**config.mk**
```make
export PLATFORM = sky130hd
export DESIGN_NAME = decode_stage
export DESIGN_NICKNAME = d
export VERILOG_FILES = /design/src/decode_pkg.sv /design/src/decode_pipe_reg.sv /design/src/decode_stage.sv /design/src/hazard_unit.sv /design/src/illegal_checker.sv /design/src/operand_decoder.sv
export SDC_FILE = /design/constraint.sdc
export NUM_CORES = 1
export LEC_CHECK = 0
export CORE_AREA = 2 2 162 164
export DETAILED_ROUTE_END_ITERATION = 8
export DIE_AREA = 0 0 164 166
export DONT_BUFFER_PORTS = 1
export MAX_ROUTING_LAYER = met4
export PLACE_DENSITY = 0.53
export SYNTH_ARGS = -nofsm -noshare
export SYNTH_HDL_FRONTEND = slang
export SYNTH_HIERARCHICAL = 1
export SYNTH_SLANG_ARGS = --single-unit
```
**constraint.sdc**
```tcl
create_clock -name clk -period 2.1 [get_ports clk]
set_input_delay 0.105 -clock clk [delete_from_list [all_inputs] [get_ports clk]]
set_output_delay 0.105 -clock clk [all_outputs]
set_load 0.03 [all_outputs]
```
**src/decode_pkg.sv**
```systemverilog
////////////////////////////////////////////////////////////////////////////
// Shared definitions for the RV32I instruction decode stage.
// Holds widths, opcode and instruction encodings, exception cause
// indexes, privilege codes, the port structs and the opcode class rules.
// Modules refer to everything here by decode_pkg:: scoped names.
////////////////////////////////////////////////////////////////////////////

package decode_pkg;

  localparam int XLEN  = 32;
  localparam int ILEN  = 32;
  localparam int EXC_W = 16;
  localparam int REG_W = 5;

  localparam logic [XLEN-1:0] PC_INIT = 32'h0000_0200;

  // Major opcodes, instruction bits 6:2
  localparam logic [4:0] OPC_LOAD     = 5'b00000;
  localparam logic [4:0] OPC_MISC_MEM = 5'b00011;
  localparam logic [4:0] OPC_OP_IMM   = 5'b00100;
  localparam logic [4:0] OPC_AUIPC    = 5'b00101;
  localparam logic [4:0] OPC_STORE    = 5'b01000;
  localparam logic [4:0] OPC_OP       = 5'b01100;
  localparam logic [4:0] OPC_LUI      = 5'b01101;
  localparam logic [4:0] OPC_BRANCH   = 5'b11000;
  localparam logic [4:0] OPC_JALR     = 5'b11001;
  localparam logic [4:0] OPC_JAL      = 5'b11011;
  localparam logic [4:0] OPC_SYSTEM   = 5'b11100;

  // Fixed system encodings
  localparam logic [ILEN-1:0] ECALL  = 32'h0000_0073;
  localparam logic [ILEN-1:0] EBREAK = 32'h0010_0073;
  localparam logic [ILEN-1:0] MRET   = 32'h3020_0073;

  // Exception cause bit positions
  localparam int CAUSE_ILLEGAL_INSTRUCTION = 2;
  localparam int CAUSE_BREAKPOINT          = 3;
  localparam int CAUSE_UMODE_ECALL         = 8;
  localparam int CAUSE_SMODE_ECALL         = 9;
  localparam int CAUSE_MMODE_ECALL         = 11;

  localparam logic [1:0] PRV_U = 2'd0;
  localparam logic [1:0] PRV_S = 2'd1;
  localparam logic [1:0] PRV_M = 2'd3;

  // Implemented privilege modes besides machine mode
  localparam logic HAS_USER  = 1'b1;
  localparam logic HAS_SUPER = 1'b1;

  typedef struct packed {
    logic [XLEN-1:0]  pc;
    logic [ILEN-1:0]  instr;
    logic             bubble;
    logic [EXC_W-1:0] exception;
  } fetch_t;

  // Downstream stage as seen from decode
  typedef struct packed {
    logic [ILEN-1:0] instr;
    logic            bubble;
    logic            exc_pending;
  } stage_t;

  typedef struct packed {
    logic [XLEN-1:0]  pc;
    logic [ILEN-1:0]  instr;
    logic [EXC_W-1:0] exception;
  } decode_t;

  typedef struct packed {
    logic [XLEN-1:0] op_a;
    logic [XLEN-1:0] op_b;
  } operand_t;

  typedef struct packed {
    logic use_rf_a;
    logic use_rf_b;
    logic byp_ex_a;
    logic byp_ex_b;
    logic byp_mem_a;
    logic byp_mem_b;
    logic byp_wb_a;
    logic byp_wb_b;
  } bypass_t;

  ////////////////////////////////////////////////////////////////////////////
  // Opcode classes
  ////////////////////////////////////////////////////////////////////////////

  function automatic logic reads_rs1(input logic [4:0] opc);
    return opc inside {OPC_OP_IMM, OPC_OP, OPC_BRANCH, OPC_JALR,
                       OPC_LOAD, OPC_STORE, OPC_SYSTEM};
  endfunction

  function automatic logic reads_rs2(input logic [4:0] opc);
    return opc inside {OPC_OP, OPC_BRANCH, OPC_STORE};
  endfunction

  function automatic logic writes_rd(input logic [4:0] opc);
    return opc inside {OPC_LOAD, OPC_OP_IMM, OPC_AUIPC, OPC_OP, OPC_LUI,
                       OPC_JALR, OPC_JAL, OPC_SYSTEM};
  endfunction

endpackage

```
**src/decode_pipe_reg.sv**
```systemverilog
////////////////////////////////////////////////////////////////////////////
// Decode pipeline register for pc, instruction, bubble and exceptions.
// Priority is reset, flush, ex_stall hold, then bubble insertion when
// decode itself stalls on a load-use hazard.
////////////////////////////////////////////////////////////////////////////

`timescale 1ns/1ps

module decode_pipe_reg (
  input  logic                          clk,
  input  logic                          rstn,
  input  decode_pkg::fetch_t            fetch,
  input  logic [decode_pkg::EXC_W-1:0]  dec_exc,
  input  logic                          ex_stall,
  input  logic                          id_stall,
  input  logic                          flush,
  input  logic [decode_pkg::XLEN-1:0]   flush_pc,
  output decode_pkg::decode_t           id,
  output logic                          bubble_r
);

  logic [decode_pkg::XLEN-1:0]  pc_r;
  logic [decode_pkg::ILEN-1:0]  instr_r;
  logic [decode_pkg::EXC_W-1:0] exc_r;
  logic [decode_pkg::EXC_W-1:0] exc_next;

  // Fetch exceptions pass, decode causes come from the checker
  always_comb begin
    exc_next = fetch.exception;
    exc_next[decode_pkg::CAUSE_ILLEGAL_INSTRUCTION] =
      dec_exc[decode_pkg::CAUSE_ILLEGAL_INSTRUCTION];
    exc_next[decode_pkg::CAUSE_BREAKPOINT]  = dec_exc[decode_pkg::CAUSE_BREAKPOINT];
    exc_next[decode_pkg::CAUSE_UMODE_ECALL] = dec_exc[decode_pkg::CAUSE_UMODE_ECALL];
    exc_next[decode_pkg::CAUSE_SMODE_ECALL] = dec_exc[decode_pkg::CAUSE_SMODE_ECALL];
    exc_next[decode_pkg::CAUSE_MMODE_ECALL] = dec_exc[decode_pkg::CAUSE_MMODE_ECALL];
  end

  always_ff @(posedge clk or negedge rstn) begin
    if (!rstn) begin
      pc_r     <= decode_pkg::PC_INIT;
      bubble_r <= 1'b1;
      exc_r    <= '0;
    end else if (flush) begin
      pc_r     <= flush_pc;
      bubble_r <= 1'b1;
      exc_r    <= '0;
    end else if (!ex_stall) begin
      if (id_stall) begin
        // pc holds, a bubble goes down the pipe
        bubble_r <= 1'b1;
        exc_r    <= '0;
      end else begin
        pc_r     <= fetch.pc;
        bubble_r <= fetch.bubble;
        exc_r    <= exc_next;
      end
    end
  end

  always_ff @(posedge clk) begin
    if (!ex_stall) begin
      instr_r <= fetch.instr;
    end
  end

  assign id.pc        = pc_r;
  assign id.instr     = instr_r;
  assign id.exception = exc_r;

endmodule

```
**src/decode_stage.sv**
```systemverilog
////////////////////////////////////////////////////////////////////////////
// Instruction decode stage of the five-stage RV32I pipeline.
// Takes the fetched item, produces the decode register, operands,
// bypass selects and register file addresses, and raises id_stall on a
// load-use hazard. id_bubble marks the decode slot as empty.
////////////////////////////////////////////////////////////////////////////

`timescale 1ns/1ps

module decode_stage (
  input  logic                            clk,
  input  logic                            rstn,
  input  decode_pkg::fetch_t              fetch,
  input  decode_pkg::stage_t              ex_stage,
  input  decode_pkg::stage_t              mem_stage,
  input  decode_pkg::stage_t              wb_stage,
  input  logic [decode_pkg::XLEN-1:0]     wb_r,
  input  logic                            ex_stall,
  input  logic                            flush,
  input  logic [decode_pkg::XLEN-1:0]     flush_pc,
  input  logic [1:0]                      st_prv,
  output decode_pkg::decode_t             id,
  output logic                            id_bubble,
  output logic                            id_stall,
  output logic [decode_pkg::REG_W-1:0]    src1,
  output logic [decode_pkg::REG_W-1:0]    src2,
  output decode_pkg::operand_t            ops,
  output decode_pkg::bypass_t             byp
);

  logic [decode_pkg::EXC_W-1:0] dec_exc;
  logic                         bubble_r;

  // Slot is empty on a stall, a flush or any exception further down
  assign id_bubble = ex_stall | flush | bubble_r | ex_stage.exc_pending |
                     mem_stage.exc_pending | wb_stage.exc_pending;

  illegal_checker illegal_checker_inst (
    .instr   (fetch.instr),
    .bubble  (fetch.bubble),
    .st_prv  (st_prv),
    .dec_exc (dec_exc)
  );

  decode_pipe_reg decode_pipe_reg_inst (
    .clk      (clk),
    .rstn     (rstn),
    .fetch    (fetch),
    .dec_exc  (dec_exc),
    .ex_stall (ex_stall),
    .id_stall (id_stall),
    .flush    (flush),
    .flush_pc (flush_pc),
    .id       (id),
    .bubble_r (bubble_r)
  );

  operand_decoder operand_decoder_inst (
    .clk      (clk),
    .rstn     (rstn),
    .fetch    (fetch),
    .id_instr (id.instr),
    .wb_r     (wb_r),
    .ex_stall (ex_stall),
    .src1     (src1),
    .src2     (src2),
    .ops      (ops)
  );

  hazard_unit hazard_unit_inst (
    .clk          (clk),
    .rstn         (rstn),
    .fetch_instr  (fetch.instr),
    .fetch_bubble (fetch.bubble),
    .id_instr     (id.instr),
    .id_bubble    (id_bubble),
    .ex_stage     (ex_stage),
    .mem_stage    (mem_stage),
    .wb_stage     (wb_stage),
    .ex_stall     (ex_stall),
    .flush        (flush),
    .byp          (byp),
    .id_stall     (id_stall)
  );

endmodule

```
**src/hazard_unit.sv**
```systemverilog
////////////////////////////////////////////////////////////////////////////
// Data hazard handling for the fetched instruction.
// Registers the EX, MEM and WB bypass selects and the use-register-file
// flags, and raises id_stall when a source waits on a load ahead.
////////////////////////////////////////////////////////////////////////////

`timescale 1ns/1ps

module hazard_unit (
  input  logic                         clk,
  input  logic                         rstn,
  input  logic [decode_pkg::ILEN-1:0]  fetch_instr,
  input  logic                         fetch_bubble,
  input  logic [decode_pkg::ILEN-1:0]  id_instr,
  input  logic                         id_bubble,
  input  decode_pkg::stage_t           ex_stage,
  input  decode_pkg::stage_t           mem_stage,
  input  decode_pkg::stage_t           wb_stage,
  input  logic                         ex_stall,
  input  logic                         flush,
  output decode_pkg::bypass_t          byp,
  output logic                         id_stall
);

  logic [4:0]                   opc;
  logic [decode_pkg::REG_W-1:0] rs1;
  logic [decode_pkg::REG_W-1:0] rs2;
  logic                         use_a;
  logic                         use_b;
  logic                         decoded;
  decode_pkg::bypass_t          byp_next;

  // Source matches a live writer further down and x0 never matches
  function automatic logic hit(input logic [decode_pkg::REG_W-1:0] src,
                               input logic [decode_pkg::ILEN-1:0]  instr,
                               input logic                         bubble);
    return (src == instr[11:7]) && (|instr[11:7]) &&
           decode_pkg::writes_rd(instr[6:2]) && !bubble;
  endfunction

  // Load result not yet available to a used source
  function automatic logic load_dep(input logic [decode_pkg::REG_W-1:0] rd);
    return (use_a && rs1 == rd) || (use_b && rs2 == rd);
  endfunction

  assign opc     = fetch_instr[6:2];
  assign rs1     = fetch_instr[19:15];
  assign rs2     = fetch_instr[24:20];
  assign use_a   = decode_pkg::reads_rs1(opc);
  assign use_b   = decode_pkg::reads_rs2(opc);
  assign decoded = use_a || opc == decode_pkg::OPC_LUI || opc == decode_pkg::OPC_AUIPC;

  always_comb begin
    byp_next.byp_ex_a  = use_a && hit(rs1, id_instr, id_bubble);
    byp_next.byp_ex_b  = use_b && hit(rs2, id_instr, id_bubble);
    byp_next.byp_mem_a = use_a && hit(rs1, ex_stage.instr, ex_stage.bubble);
    byp_next.byp_mem_b = use_b && hit(rs2, ex_stage.instr, ex_stage.bubble);
    byp_next.byp_wb_a  = use_a && hit(rs1, mem_stage.instr, mem_stage.bubble);
    byp_next.byp_wb_b  = use_b && hit(rs2, mem_stage.instr, mem_stage.bubble);
    // wb_r already carries the writeback result, so skip the file
    byp_next.use_rf_a  = !decoded || (use_a && !hit(rs1, wb_stage.instr, wb_stage.bubble));
    byp_next.use_rf_b  = !decoded || (use_b && !hit(rs2, wb_stage.instr, wb_stage.bubble));
  end

  always_ff @(posedge clk or negedge rstn) begin
    if (!rstn) begin
      byp <= '0;
    end else if (!ex_stall) begin
      byp <= byp_next;
    end
  end

  ////////////////////////////////////////////////////////////////////////////
  // Load-use stall
  ////////////////////////////////////////////////////////////////////////////

  always_comb begin
    if (flush) begin
      id_stall = 1'b0;
    end else if (ex_stall) begin
      // Keep fetch holding anything real
      id_stall = !fetch_bubble;
    end else if (id_instr[6:2] == decode_pkg::OPC_LOAD && !id_bubble &&
                 load_dep(id_instr[11:7])) begin
      id_stall = 1'b1;
    end else if (ex_stage.instr[6:2] == decode_pkg::OPC_LOAD && !ex_stage.bubble &&
                 load_dep(ex_stage.instr[11:7])) begin
      id_stall = 1'b1;
    end else begin
      id_stall = 1'b0;
    end
  end

endmodule

```
**src/illegal_checker.sv**
```systemverilog
////////////////////////////////////////////////////////////////////////////
// Legality check of the fetched instruction against RV32I plus FENCE,
// FENCE.I, ECALL, EBREAK and MRET. Drives the five decode cause bits,
// all other bits of dec_exc stay zero. Purely combinational.
////////////////////////////////////////////////////////////////////////////

`timescale 1ns/1ps

module illegal_checker (
  input  logic [decode_pkg::ILEN-1:0]  instr,
  input  logic                         bubble,
  input  logic [1:0]                   st_prv,
  output logic [decode_pkg::EXC_W-1:0] dec_exc
);

  logic [4:0] opc;
  logic [2:0] funct3;
  logic [6:0] funct7;
  logic       is_ecall;
  logic       is_ebreak;
  logic       illegal;

  assign opc       = instr[6:2];
  assign funct3    = instr[14:12];
  assign funct7    = instr[31:25];
  assign is_ecall  = instr == decode_pkg::ECALL;
  assign is_ebreak = instr == decode_pkg::EBREAK;

  always_comb begin
    case (opc)
      decode_pkg::OPC_LUI,
      decode_pkg::OPC_AUIPC,
      decode_pkg::OPC_JAL:      illegal = 1'b0;
      decode_pkg::OPC_JALR:     illegal = funct3 != 3'd0;
      decode_pkg::OPC_BRANCH:   illegal = funct3 inside {3'd2, 3'd3};
      // LB LH LW LBU LHU
      decode_pkg::OPC_LOAD:     illegal = funct3 inside {3'd3, 3'd6, 3'd7};
      decode_pkg::OPC_STORE:    illegal = funct3 > 3'd2;
      decode_pkg::OPC_OP_IMM: begin
        case (funct3)
          3'd1:    illegal = funct7 != 7'h00;
          3'd5:    illegal = funct7 != 7'h00 && funct7 != 7'h20;
          default: illegal = 1'b0;
        endcase
      end
      decode_pkg::OPC_OP: begin
        if (funct7 == 7'h00) begin
          illegal = 1'b0;
        end else begin
          // Only SUB and SRA use the alternate funct7
          illegal = !(funct7 == 7'h20 && (funct3 == 3'd0 || funct3 == 3'd5));
        end
      end
      // FENCE and FENCE.I
      decode_pkg::OPC_MISC_MEM: illegal = funct3 > 3'd1;
      decode_pkg::OPC_SYSTEM: begin
        // No CSR access, URET or SRET in this core
        illegal = !(is_ecall || is_ebreak ||
                    (instr == decode_pkg::MRET && st_prv == decode_pkg::PRV_M));
      end
      default:                  illegal = 1'b1;
    endcase
  end

  always_comb begin
    dec_exc = '0;
    dec_exc[decode_pkg::CAUSE_ILLEGAL_INSTRUCTION] = !bubble && illegal;
    dec_exc[decode_pkg::CAUSE_BREAKPOINT]          = !bubble && is_ebreak;
    dec_exc[decode_pkg::CAUSE_UMODE_ECALL] = !bubble && is_ecall &&
      st_prv == decode_pkg::PRV_U && decode_pkg::HAS_USER;
    dec_exc[decode_pkg::CAUSE_SMODE_ECALL] = !bubble && is_ecall &&
      st_prv == decode_pkg::PRV_S && decode_pkg::HAS_SUPER;
    dec_exc[decode_pkg::CAUSE_MMODE_ECALL] = !bubble && is_ecall &&
      st_prv == decode_pkg::PRV_M;
  end

endmodule

```
**src/operand_decoder.sv**
```systemverilog
////////////////////////////////////////////////////////////////////////////
// Operand formation for the fetched instruction.
// Drives the register file source addresses and registers op_a and
// op_b from the I and U immediates, the pc or the writeback result.
////////////////////////////////////////////////////////////////////////////

`timescale 1ns/1ps

module operand_decoder (
  input  logic                          clk,
  input  logic                          rstn,
  input  decode_pkg::fetch_t            fetch,
  input  logic [decode_pkg::ILEN-1:0]   id_instr,
  input  logic [decode_pkg::XLEN-1:0]   wb_r,
  input  logic                          ex_stall,
  output logic [decode_pkg::REG_W-1:0]  src1,
  output logic [decode_pkg::REG_W-1:0]  src2,
  output decode_pkg::operand_t          ops
);

  logic [4:0]                  opc;
  logic [decode_pkg::XLEN-1:0] imm_i;
  logic [decode_pkg::XLEN-1:0] imm_u;
  logic [decode_pkg::XLEN-1:0] rs1_zext;

  assign opc = fetch.instr[6:2];

  // Register file reads follow decode while the pipe is frozen
  assign src1 = ex_stall ? id_instr[19:15] : fetch.instr[19:15];
  assign src2 = ex_stall ? id_instr[24:20] : fetch.instr[24:20];

  assign imm_i    = {{(decode_pkg::XLEN-12){fetch.instr[31]}}, fetch.instr[31:20]};
  assign imm_u    = {fetch.instr[31:12], 12'b0};
  // Immediate of the CSR forms
  assign rs1_zext = {{(decode_pkg::XLEN-5){1'b0}}, fetch.instr[19:15]};

  always_ff @(posedge clk or negedge rstn) begin
    if (!rstn) begin
      ops <= '0;
    end else if (!ex_stall) begin
      case (opc)
        decode_pkg::OPC_OP_IMM,
        decode_pkg::OPC_LOAD,
        decode_pkg::OPC_JALR: begin
          ops.op_a <= wb_r;
          ops.op_b <= imm_i;
        end
        decode_pkg::OPC_AUIPC: begin
          ops.op_a <= fetch.pc;
          ops.op_b <= imm_u;
        end
        decode_pkg::OPC_LUI: begin
          ops.op_a <= '0;
          ops.op_b <= imm_u;
        end
        decode_pkg::OPC_OP,
        decode_pkg::OPC_BRANCH,
        decode_pkg::OPC_STORE: begin
          ops.op_a <= wb_r;
          ops.op_b <= wb_r;
        end
        decode_pkg::OPC_SYSTEM: begin
          ops.op_a <= wb_r;
          ops.op_b <= rs1_zext;
        end
        default: begin
          // Other opcodes leave the operands as they are
          ops <= ops;
        end
      endcase
    end
  end

endmodule

```
==> impl_metrics.py <==
metrics = {
    "outcome": {
        "outcome": "finished, violations left",
        "violations": "hold timing, setup timing",
    },
    "clock_network": {
        "htreeDepth": 4,
        "clk_pin_slew_worst_paths_ns": 0.08,
        "cts_root_buf": "clkbuf_16",
        "cts_made_buffers": 17,
        "clock_latency_ns": 0.43,
        "cts.sinks": 153,
        "cts_tree": "built",
        "cts_buffer_depth": 2,
    },
    "job": {
        "cap_violations": 0,
    },
    "cells_and_area": {
        "stdcell_count": 1349,
        "syn_to_final_growth_pct": 41.4,
        "postLayoutCoreUtil_pct": 44.9,
        "nFillCells": 2374,
        "fin_nets": 1251,
        "drive_gt1_share_pct": 14.4,
    },
    "floorplan": {
        "die_w_um": 164,
        "num_rows": 59,
        "start_util_pct": 31.8,
        "die_height_um": 166,
        "die-area_mm2": 0.0272,
        "pin_count": 417,
        "core_mm2": 0.0256,
    },
    "route": {
        "avgViaCountPerCell": 5.65,
        "drt-wirelength-per-cell_um": 24.9,
        "vias": 7625,
        "firstDrtPassIters": 6,
        "drc": 0,
        "wl_mm": 33.6,
        "final_antenna_net_count": 0,
        "drt-initial-drc-count": 690,
    },
    "critical_path": {
        "crit_required_ns": 2.40,
        "crit_path_start_kind": "flip-flop",
        "cp_cell_sequence": "buf_4, xnor2_1, nand3_1, nor4_4, o2111ai_2, o311ai_4, buf_12, buf_16, or4b_1, o311ai_1",
        "crit_arrival_ns": 2.69,
        "cp-end-kind": "flip-flop",
        "crit_path_max_incr_delay_ns": 0.51,
        "cp_max_fo": 18,
        "criticalPathCategory": "flip-flop to flip-flop",
        "cpMaxStageDelayCell": "or4b_1",
    },
    "sta": {
        "hold_violations": 121,
        "fin_hold_ws_ns": -0.617,
        "worst_slew_pin_slew_ns": 0.805,
        "fmax_ghz": 0.420,
        "slew_violations": 0,
        "grt_setup_unrepaired": "yes",
        "slew_headroom_pct": 46.4,
        "period_needed_ns": 2.38,
        "worst_slack_ns": -0.281,
        "setup_tns_ns": -7.78,
        "clock_skew_ns": 0.0174,
        "finalSetupViolations": 49,
        "timing.final.crit_share_pct": 113,
    },
    "global_routing": {
        "grt_pass1_vias": 7247,
        "track_usage_pct": 23.6,
        "grt_pass1_wl_mm": 46.6,
        "antenna_found_initial": 2,
        "grt_overflow_total": 0,
        "grt_max_degree": 122,
    },
    "yosys": {
        "syn_nets": 1062,
        "synth_area_mm2": 0.00814,
        "yosysWarnings": 6,
        "netlist_instances": 809,
        "avgSynthCellArea_um2": 10.1,
    },
    "power_and_ir_drop": {
        "power.total_mw": 9.03,
        "power.density_mw_per_mm2": 785,
        "p_leak_nw": 4.37,
        "ir_drop_v": 0.000414,
    },
    "placed_design": {
        "dp_hpwl_mm": 20.0,
        "port_buffers": 0,
        "place_worst_setup_slack_ns": -0.142,
        "dp_cells": 1116,
        "gp_congestion": 0.822,
    },
    "worst_hold_path": {
        "hold_path.class": "input port to async pin",
    },
}
report_power, final:
| part | total (mW) | internal (mW) | switching (mW) |
|---|---|---|---|
| Sequential | 4.48 | 3.41 | 1.07 |
| Combinational | 1.40 | 0.708 | 0.692 |
| Clock | 3.15 | 1.62 | 1.54 |
flip-flops by register name, indices dropped and copies added, names as in the netlist:
signal	flops
hazard_unit_inst/byp	8
decode_pipe_reg_inst/bubble_r	1
operand_decoder_inst/ops	64
decode_pipe_reg_inst/pc_r	32
decode_pipe_reg_inst/exc_r	16
decode_pipe_reg_inst/instr_r	32
critical path: cells and delay by family (launching register included):
kind,cells,cell delay [ns]
AO/OA/AOI/OAI,3,0.53
flip-flops,1,0.40
XOR/XNOR,1,0.12
buffers and inverters,3,0.51
AND/OR/NAND/NOR,3,0.71
final timing paths:
kind / cells past startpoint / start / endpoint / slack, ns
worst max register to register: 10 / decode_pipe_reg_inst/instr_r[7]$_DFFE_PN_ / decode_pipe_reg_inst/pc_r[5]$_DFFE_PN0P_ / -0.28
max in group asynchronous: 0 / rstn / decode_pipe_reg_inst/pc_r[9]$_DFFE_PN1P_ / 2.46
worst max-delay path: 10 / decode_pipe_reg_inst/instr_r[7]$_DFFE_PN_ / decode_pipe_reg_inst/pc_r[5]$_DFFE_PN0P_ / -0.28
worst min-delay path: 0 / rstn / operand_decoder_inst/ops[8]$_DFFE_PN0P_ / -0.62
worst min register to register: 2 / decode_pipe_reg_inst/bubble_r$_DFFE_PN1P_ / decode_pipe_reg_inst/bubble_r$_DFFE_PN1P_ / 0.58
min in group clk: 3 / fetch[54] / operand_decoder_inst/ops[37]$_DFFE_PN0P_ / 0.01
metal layers:
layer	wire (um)	global-route usage [%]	vias up
li1	-	-	3405
met1	13200	28.8	3764
met2	16300	37.0	369
met3	2710	7.29	87
met4	1300	7.93	0
met5	0	-	-
timing repair:
item                                    CTS  global route
hold endpoints to repair                277           170
endpoints found under the setup margin   33            49
pin swaps                                 3            17
hold buffers                            128            61
buffers inserted                          5             2
cloned                                    2             0
gates resized for setup                   5            39
area by class of cell:
cell class	instances	area [um2]	share of cell area, %
flip-flops and latches	153	3990	34.7
clock inverters	15	176	1.53
repair buffers	232	2370	20.6
inverters	41	154	1.34
clock buffers	17	425	3.70
diodes	3	7.51	0.0652
multi-input cells	553	3960	34.4
well taps	335	419	3.64
metrics by stage:
| stage | hold slack, ns | instance area, um2 |
|---|---|---|
| 2_1_floorplan | -0.191 | 8200 |
| 3_3_place_gp | -0.186 | 8620 |
| 3_5_place_dp | -0.186 | 8620 |
| 4_1_cts | -0.649 | 10700 |
| 5_1_grt | -0.656 | 11500 |
| 6_report | -0.617 | 11500 |
cells in the final DEF (no fill, tap or decap), types with 17 or more instances in the layout:
cell type and count:
dfrtp_1 119, a221oi_1 19, dlygate4sd3_1 186, xnor2_1 19, nor2_1 76, clkbuf_16 17
edfxtp_1 32, buf_4 34, xor2_1 22, a21oi_1 113, nand2_1 54, inv_1 41
o311ai_1 18, or4b_1 21, nor3b_1 34
(Power assumes the default switching activity.)
